File: config.mk
export PLATFORM = sky130hd
export DESIGN_NAME = axil2umi
export DESIGN_NICKNAME = d
export VERILOG_FILES = /design/src/source/axil_pkg.sv /design/src/source/umi_pkg.sv /design/src/source/axil2umi.sv /design/src/source/axil_strobe_align.sv
export VERILOG_INCLUDE_DIRS = /design/src /design/src/source
export SDC_FILE = /design/constraint.sdc
export NUM_CORES = 1
export LEC_CHECK = 0
export ABC_CLOCK_PERIOD_IN_PS = 2700
export BUFFER_PORTS_ARGS = -buffer_cell sky130_fd_sc_hd__buf_2
export CAP_MARGIN = 20
export CORE_AREA = 3 3 296 298
export DETAILED_ROUTE_END_ITERATION = 16
export DIE_AREA = 0 0 299 301
export SLEW_MARGIN = 20
export SYNTH_ARGS = -nofsm -noshare
export SYNTH_HDL_FRONTEND = slang
export SYNTH_SLANG_ARGS = --single-unit
File: constraint.sdc
create_clock -name clk -period 2.7 [get_ports clk]
set_clock_uncertainty 0.15 [all_clocks]
set_input_delay 0 -clock clk [delete_from_list [all_inputs] [get_ports clk]]
set_output_delay 0 -clock clk [all_outputs]
set_load 0.05 [all_outputs]
File: src/source/umi_consts.svh
// Shared widths, opcodes, response codes and endpoint depth
// Included by the packages, the RTL and the testbench
`ifndef UMI_CONSTS_SVH
`define UMI_CONSTS_SVH

// Bus widths
`define UMI_AW  64
`define UMI_DW  64
`define UMI_CW  32
`define UMI_IDW 16

// UMI opcodes
`define UMI_REQ_READ   5'h01
`define UMI_REQ_WRITE  5'h03
`define UMI_RESP_READ  5'h02
`define UMI_RESP_WRITE 5'h04

// AXI response codes
`define AXIL_RESP_OKAY   2'b00
`define AXIL_RESP_SLVERR 2'b10

// Endpoint depth in 64-bit words
`define UMI_MEM_WORDS 64

`endif

File: src/source/axil_pkg.sv
// AXI4-Lite channel types shared by the bridge and the top level
`default_nettype none

`include "umi_consts.svh"

package axil_pkg;

    typedef logic [`UMI_AW-1:0]   axil_addr_t;
    typedef logic [`UMI_DW-1:0]   axil_data_t;
    typedef logic [`UMI_DW/8-1:0] axil_strb_t;
    typedef logic [2:0]           axil_prot_t;
    typedef logic [1:0]           axil_resp_t;

    // Address channel, used for both AW and AR
    typedef struct packed {
        axil_addr_t addr;
        axil_prot_t prot;
    } axil_aw_t;

    typedef struct packed {
        axil_data_t data;
        axil_strb_t strb;
    } axil_w_t;

    typedef struct packed {
        axil_data_t data;
        axil_resp_t resp;
    } axil_r_t;

endpackage

`default_nettype wire

File: src/source/umi_pkg.sv
// UMI packet types and the endpoint state encoding
// Command field order follows the UMI bit layout, opcode in the low bits
`default_nettype none

`include "umi_consts.svh"

package umi_pkg;

    typedef logic [`UMI_AW-1:0] umi_addr_t;
    typedef logic [`UMI_DW-1:0] umi_data_t;
    typedef logic [7:0]         umi_len_t;
    typedef logic [4:0]         umi_opcode_t;

    // 32-bit command word, eof is bit 31
    // Responses carry err in qos[1:0]
    typedef struct packed {
        logic        eof;
        logic        eom;
        logic [1:0]  prot;
        logic [3:0]  qos;
        logic [7:0]  atype;
        umi_len_t    len;
        logic [2:0]  size;
        umi_opcode_t opcode;
    } umi_cmd_t;

    typedef struct packed {
        umi_cmd_t  cmd;
        umi_addr_t dstaddr;
        umi_addr_t srcaddr;
        umi_data_t data;
    } umi_packet_t;

    // Endpoint FSM
    typedef enum logic [0:0] {
        TGT_IDLE = 1'b0,
        TGT_RESP = 1'b1
    } umi_tgt_state_t;

endpackage

`default_nettype wire

File: src/source/axil2umi.sv
// AXI4-Lite slave to UMI host bridge, one transaction at a time
// Writes are right-aligned to the lowest enabled byte before issue
`timescale 1ns/1ps
`default_nettype none

`include "umi_consts.svh"

module axil2umi
    import axil_pkg::*, umi_pkg::*;
(
    input  logic               clk,
    input  logic               nreset,
    input  logic [`UMI_IDW-1:0] chipid,
    input  logic [15:0]        local_routing,
    // AXI4-Lite
    input  axil_aw_t           aw,
    input  logic               awvalid,
    output logic               awready,
    input  axil_w_t            w,
    input  logic               wvalid,
    output logic               wready,
    output axil_resp_t         bresp,
    output logic               bvalid,
    input  logic               bready,
    input  axil_aw_t           ar,
    input  logic               arvalid,
    output logic               arready,
    output axil_r_t            r,
    output logic               rvalid,
    input  logic               rready,
    // UMI host port
    output umi_packet_t        req,
    output logic               req_valid,
    input  logic               req_ready,
    input  umi_packet_t        resp,
    input  logic               resp_valid,
    output logic               resp_ready
);

    logic [1:0]  reset_sync;
    logic        reset_done;
    logic        write_in_flight;
    logic        read_in_flight;
    logic        aw_held;
    logic        w_held;
    logic        ar_held;
    axil_addr_t  addr_q;
    axil_prot_t  prot_q;
    axil_data_t  data_q;
    logic [3:0]  count_q;
    logic [2:0]  offset_q;
    axil_data_t  aligned_data;
    logic [2:0]  byte_offset;
    logic [3:0]  byte_count;
    umi_addr_t   own_srcaddr;
    logic        req_fire;

    // Reset release sync, readies open two cycles after nreset rises
    always_ff @(posedge clk or negedge nreset) begin
        if (!nreset) begin
            reset_sync <= 2'b00;
        end else begin
            reset_sync <= {reset_sync[0], 1'b1};
        end
    end
    assign reset_done = reset_sync[1];

    axil_strobe_align strobe_align_i (
        .strb         (w.strb),
        .data         (w.data),
        .aligned_data (aligned_data),
        .byte_offset  (byte_offset),
        .byte_count   (byte_count)
    );

    // Writes win when both address channels are valid together
    assign awready = !(write_in_flight || read_in_flight) && reset_done;
    assign arready = !(write_in_flight || read_in_flight) && reset_done && !awvalid;
    assign wready  = aw_held && !w_held && reset_done;

    assign req_fire = req_valid && req_ready;

    always_ff @(posedge clk or negedge nreset) begin
        if (!nreset) begin
            write_in_flight <= 1'b0;
            read_in_flight  <= 1'b0;
            aw_held         <= 1'b0;
            w_held          <= 1'b0;
            ar_held         <= 1'b0;
        end else begin
            if (awvalid && awready) begin
                write_in_flight <= 1'b1;
                aw_held         <= 1'b1;
            end else if (bvalid && bready) begin
                write_in_flight <= 1'b0;
            end
            if (arvalid && arready) begin
                read_in_flight <= 1'b1;
                ar_held        <= 1'b1;
            end else if (rvalid && rready) begin
                read_in_flight <= 1'b0;
            end
            if (wvalid && wready) begin
                w_held <= 1'b1;
            end
            // Request accepted, beats no longer pending
            if (req_fire) begin
                aw_held <= 1'b0;
                w_held  <= 1'b0;
                ar_held <= 1'b0;
            end
        end
    end

    // Payload capture
    always_ff @(posedge clk) begin
        if (awvalid && awready) begin
            addr_q <= aw.addr;
            prot_q <= aw.prot;
        end else if (arvalid && arready) begin
            addr_q <= ar.addr;
            prot_q <= ar.prot;
        end
        if (wvalid && wready) begin
            data_q   <= aligned_data;
            count_q  <= byte_count;
            offset_q <= byte_offset;
        end
    end

    assign own_srcaddr = {{(`UMI_AW - `UMI_IDW - 40){1'b0}}, chipid, local_routing, 24'h0};

    assign req_valid = ((aw_held && w_held) || ar_held) && reset_done;

    always_comb begin
        req            = '0;
        req.cmd.opcode = write_in_flight ? `UMI_REQ_WRITE : `UMI_REQ_READ;
        req.cmd.len    = write_in_flight ? ({4'h0, count_q} - 8'd1) : 8'(`UMI_DW / 8 - 1);
        req.cmd.prot   = prot_q[1:0];
        req.cmd.eom    = 1'b1;
        req.dstaddr    = write_in_flight ? (addr_q + {61'h0, offset_q}) : addr_q;
        req.srcaddr    = own_srcaddr;
        req.data       = data_q;
    end

    // Response steering, err sits in qos[1:0]
    assign bvalid = write_in_flight && resp_valid && reset_done
                    && (resp.cmd.opcode == `UMI_RESP_WRITE);
    assign rvalid = read_in_flight && resp_valid && reset_done
                    && (resp.cmd.opcode == `UMI_RESP_READ);
    assign bresp  = resp.cmd.qos[1:0];
    assign r.data = resp.data;
    assign r.resp = resp.cmd.qos[1:0];
    assign resp_ready = ((write_in_flight && bready) || (read_in_flight && rready))
                        && reset_done;

    a_req_stable: assert property (@(posedge clk) disable iff (!nreset)
        req_valid && !req_ready |=> req_valid && $stable(req));

    a_one_in_flight: assert property (@(posedge clk) disable iff (!nreset)
        !(write_in_flight && read_in_flight));

    a_resp_route: assert property (@(posedge clk) disable iff (!nreset)
        resp_valid |-> resp.dstaddr == own_srcaddr);

    // Strobe must be one nonzero run of bytes
    a_strb_contig: assert property (@(posedge clk) disable iff (!nreset)
        wvalid && wready |-> byte_count != 4'd0
        && w.strb == axil_strb_t'(((9'd1 << byte_count) - 9'd1) << byte_offset));

endmodule

`default_nettype wire

File: src/source/axil_strobe_align.sv
// Write strobe decode for the bridge
// Counts enabled bytes, finds the lowest one and right-aligns the data
`timescale 1ns/1ps
`default_nettype none

module axil_strobe_align
    import axil_pkg::*;
(
    input  axil_strb_t strb,
    input  axil_data_t data,
    output axil_data_t aligned_data,
    output logic [2:0] byte_offset,
    output logic [3:0] byte_count
);

    localparam int NBYTES = $bits(axil_strb_t);

    logic found;

    always_comb begin
        byte_count  = 4'd0;
        byte_offset = 3'd0;
        found       = 1'b0;
        for (int i = 0; i < NBYTES; i++) begin
            byte_count = byte_count + {3'b000, strb[i]};
            // First set bit marks the lowest enabled byte
            if (strb[i] && !found) begin
                byte_offset = i[2:0];
                found       = 1'b1;
            end
        end
    end

    // Shift down by whole bytes
    assign aligned_data = data >> {byte_offset, 3'b000};

endmodule

`default_nettype wire

; Word-level counts from Yosys, hierarchy flattened
; Index checks and enable logic that the tools add are counted.
[totals]
register_bits = 144
latchBits = 0
ram_bits = 0
mem_bits_ro = 0
in_bits = 471
out_inout_bits = 299
word_cells = 101
mem_count = 0
[op_classes]
add_sub_neg = 9
mul = 0
div_mod_pow = 0
n_lt_le_gt_ge = 0
n_eq_ne = 2
n_shift = 1
n_mux = 31
bitwise_logic = 0
reduce_logical = 47
[ops]
columns = operator, count
row1 = $mux 64, 3
row2 = $add 64x3->64, 1
row3 = $shr 64x6->64, 1
row4 = $logic_and 1x1->1, 28
row5 = $add 4x1->4, 6
row6 = $mux 1, 18
row7 = $mux 3, 4
row8 = $reduce_bool 2->1, 6
row9 = $logic_not 1->1, 10
row10 = $mux 2, 5
row11 = $mux 8, 1
row12 = $eq 5x2->1 const B, 1
row13 = $eq 5x3->1 const B, 1
row14 = $sub 4x1->5 const B, 1
row15 = $logic_or 1x1->1, 3
row16 = $add 1x1->2, 1

; Depth between registers and ports, before layout
[logic_depth]
ltp_word = 23
mapped_depth = 11
mapped_depth_nobuf = 10

; Hierarchy
; A second synthesis with hierarchy kept.
[unflattened]
hier_cells = 964
hier_area_um2 = 10201.0
[modules_own_cells]
columns = mod, n_inst, cells_each, area_each_um2, seq_area_each_um2
row1 = axil2umi, 1, 646, 8000.2, 4289.1
row2 = axil_strobe_align, 1, 318, 2200.9, 0.0

; Worst setup path before layout
; Ideal clock, no wire load.
[synth_path]
path_type = register to register
start = register write_in_flight
end = register addr_q[0], enable pin
setup_ns = 0.429
arrival_ns = 2.897
required_time_ns = 2.121
path_slack_ns = -0.775
path_stages_with_launch = 4
n_path_buf = 1
synth_period_minus_slack_ns = 3.475
cell_sequence = dfrtp_1 -> clkbuf_2 -> nor3b_2 -> o21a_1
[synth_via]
elab_chain_len = 6
word_cells_on_any_way = 7
cone_classes = reduce/logical (7)
[synth_lines]
columns = element, line_no
row1 = start: declaration, axil2umi.sv:42  ; logic write_in_flight;
row2 = start signal: assignment, axil2umi.sv:85  ; write_in_flight <= 1'b0;
row3 = start signal: assignment, axil2umi.sv:92  ; write_in_flight <= 1'b1;
row4 = start signal: assignment, axil2umi.sv:95  ; write_in_flight <= 1'b0;
row5 = $logic_or 1x1->1 *, axil2umi.sv:77  ; assign awready = !(write_in_flight || read_in_flight) && reset_done;
row6 = $logic_not 1->1 *, axil2umi.sv:77
row7 = $logic_and 1x1->1 *, axil2umi.sv:77
row8 = net awready, axil2umi.sv:18  ; output logic awready,
row9 = $logic_and 1x1->1, axil2umi.sv:78  ; assign arready = !(write_in_flight || read_in_flight) && reset_done && !awvalid;
row10 = $logic_and 1x1->1, axil2umi.sv:120  ; end else if (arvalid && arready) begin
row11 = $reduce_bool 2->1 (no source line) *, n/a
row12 = end signal: assignment, axil2umi.sv:118  ; addr_q <= aw.addr;
row13 = end signal: assignment, axil2umi.sv:121  ; addr_q <= ar.addr;
row14 = end: declaration, axil2umi.sv:47  ; axil_addr_t addr_q;
; Mark *: on every way through the listed nets, which the timed path passes. The rest lies on a longest branch.
; A chain may end at the register's enable or synchronous reset.

==> impl_metrics.csv <==
group,metric,value,unit
status,status,"complete, but fails checks",
status,violations,"negative setup slack",
sta,maxSlewViolCount,0,
sta,fin_crit,2982,ps
clock_tree,cts_tree,"built",
die,rows,107,
die,io_pins,770,
clock_tree,cts.sinks,144,
placement,dp_cells,2376,
setup_path,critPathTopFamily,"simple AND/OR/NAND/NOR gates",
die,dieArea,0.09000,mm^2
power_and_ir_drop,p_leak,7.365,nW
clock_tree,htree_levels,4,
synth,ys.flop_type,"edfxtp_1",
synth,synth_cell_types,69,
drt,routed_wl,50910,um
synth,synth_area,0.01019,mm^2
power_and_ir_drop,vdd_drop_max,474.5,uV
clock_tree,cts_buffer_depth,2,
sta,finalHoldViolCount,0,
placement,io_buffer_count,363,
synth,synth.most_common_cell,"buf_4",
finish,fin_nets,2103,
sta,setup_viol,46,
sta,worst_pin_slew,1053,ps
synth,async_reset_ff_frac,0.04861,
setup_path,r2r_cells,6,
drt,first_iter_violations,726,
hold_path,hold_end,"count_q[3]$_DFFE_PP_",
global_routing,grt_pass1_vias,10300,
synth,yosysWarnings,0,
sta,slew_headroom,0.2954,
finish,stdcell_count,2779,
synth,synth_common_cells,"buf_4, edfxtp_1, mux2_2, nand2_1, a21oi_1",
synth,ys_seq_elements,144,
drt,vias_per_cell,3.733,
drt,antenna_left,0,
sta,rsz0062_at_grt,"yes",
synth,synth-edff-count,137,
clock_tree,clk_latency,470,ps
die,initial_core_util,0.1197,
setup_path,required,2550,ps
clock_tree,path_clk_slew,70,ps
placement,pre_cts_ws,-31.66,ps
placement,dp_hpwl,35270,um
die,die-width,299,um
setup_path,start_kind,"flip-flop",
drt,vias,10370,
setup_path,r2r-end,"addr_q[32]$_DFFE_PP_",
hold_path,hold_path.class,"input port to flip-flop",
clock_tree,root_buffer,"clkbuf_16",
setup_path,max_stage_delay,400,ps
setup_path,end_kind,"primary output",
placement,place.gp.congestion,0.8458,
setup_path,cp_slowest_cell,"or3b_4",
synth,ys_seq_area_frac,0.4208,
global_routing,track_usage,0.1044,
synth,postSynthCellCount,969,
setup_path,crit_top_cell,"buf_12",
drt,drtPass1Iterations,7,
finish,syn_to_final_growth,77.90,%
finish,drive_gt1_frac,0.4053,
sta,final.setup.worst_slack,-282.2,ps
sta,fin_crit_sh,1.105,
hold_path,whs_path_depth,4,
global_routing,grt_max_degree,72,
synth,synth_area_per_cell,10.52,um^2
setup_path,ff2ff_setup_slack,80,ps
die,core,0.08515,mm^2
power_and_ir_drop,p_total,0.008790,W
setup_path,worstReg2RegStart,"read_in_flight$_DFFE_PN0P_",
power_and_ir_drop,powerDensity,484.8,mW/mm^2
clock_tree,cts_buffers,17,
setup_path,path_class,"flip-flop to primary output",
synth,netlist.area_leader.share,0.4036,
finish,final_core_util,0.2130,
setup_path,critPathBufInv,3,
setup_path,crit_arrival,2830,ps
die,die_h,301,um
global_routing,gr-total-overflow,0,
flow_run,drv_cap,0,
sta,max_freq,335.3,MHz
setup_path,cp_cell_sequence,"ha_4, fa_2, a21oi_4, or3b_4, nor4_4, buf_6, buf_12, nand4_1, xnor2_2, buf_12",
global_routing,grt_pass1_wl,68700,um
global_routing,grt_antenna_before_repair,13,
synth,yosys.area.top_type,"edfxtp_1",
hold_path,hp-start,"w[3]",
finish,design_area,0.01813,mm^2
drt,drc_errors,0,
drt,wl_per_cell,18.32,um
setup_path,cp_max_fo,5,
placement,place_area,0.01309,mm^2
synth,ys_top_cells_by_area,"edfxtp_1, buf_4, mux2_2",
[stage by stage]
step | hold WS, ps | setup TNS (ps)
finish | 99.10 | -5766
global route | 114.5 | -12920
CTS | 55.65 | -14250
detailed placement | -304.3 | -83.05
global placement | -305.2 | -54.95
floorplan | -445.6 | -0.8751
[worst register-to-register path: stages (launching register included)]
cell and delay (ps):
dfrtp_2 450, nor3b_4 240, and2_4 290, buf_16 190, buf_6 140, mux2_2 340
dlygate4sd3_1 570
[report_power, final]
part           switching (W)  internal, W
logic                0.00216      0.00127
registers           0.000147      0.00271
clock network        0.00106      0.00145
[state kept, by name, summed over array words and instances (netlist names), 2 cells and up]
| signal | flops |
|---|---|
| reset_sync | 2 |
| offset_q | 3 |
| data_q | 64 |
| prot_q | 2 |
| count_q | 4 |
| addr_q | 64 |
[layer usage]
metal,up-vias,share of wire,track usage
met5,-,0.0012,0
met4,10,0.036,0.03658
li1,4675,-,-
met3,117,0.096,0.03951
met2,615,0.46,0.1655
met1,4957,0.41,0.1293
[cell usage in the layout (no fill, tap or decap), types with 6 or more instances in the layout]
master and instances:
a21oi_1 43, xor2_1 22, o221ai_1 6, a211oi_1 34, ha_1 6, inv_1 20, nor2b_1 6, xnor2_1 15
nand3_2 6, nand3_1 28, mux2i_1 21, buf_2 305, xnor2_2 20, conb_1 54, buf_12 25, nor2_1 23
mux2_2 75, dlygate4sd3_1 333, clkbuf_16 19, edfxtp_1 137, and3_1 26, buf_4 85, nand4_1 22, nor3_4 9
buf_6 30, nand2_1 70, nor3_1 8, nor3_2 11, dfrtp_1 6, o22ai_1 21
[final cells by class]
type | instances | area, um^2
diodes | 4 | 10.01
clock buffers | 18 | 429.2
clock inverters | 14 | 163.9
fillers | 9077 | 67010
inverters | 22 | 83.83
multi-input cells | 648 | 5265
flip-flops and latches | 144 | 4290
well taps | 1144 | 1431
repair buffers | 785 | 6459
[how the worst max path moves through the flow]
stage / from / to / depth (start not counted)
global route: addr_q[0]$_DFFE_PP_ / req[184] / 10
CTS: offset_q[1]$_DFFE_PP_ / req[184] / 9
global placement: offset_q[0]$_DFFE_PP_ / req[184] / 9
floorplan: addr_q[2]$_DFFE_PP_ / req[159] / 7
finish: addr_q[0]$_DFFE_PP_ / req[184] / 10
detailed placement: addr_q[0]$_DFFE_PP_ / req[184] / 9
[timing repair]
action / in CTS / in global routing
setup buffers: 7 / 26
endpoints found under the setup margin: 59 / 69
endpoints found under the hold margin: 263 / 2
cloned: 1 / 2
pin swaps: 27 / 40
gates resized for setup: 108 / 75
hold buffers: 333 / 2
[kinds of logic (layout without fill, tap and decap cells)]
logic type,Yosys count,after routing,share of synthesized area
simple gates,260,260,0.1368
xor+xnor,65,65,0.05586
compound gates,158,158,0.1089
other cells,2,58,0.0007368
buf+inv,229,839,0.1515
fa+ha+maj,14,14,0.02087
flops,144,144,0.4208
mux,97,97,0.1046
(Power assumes the default switching activity.)
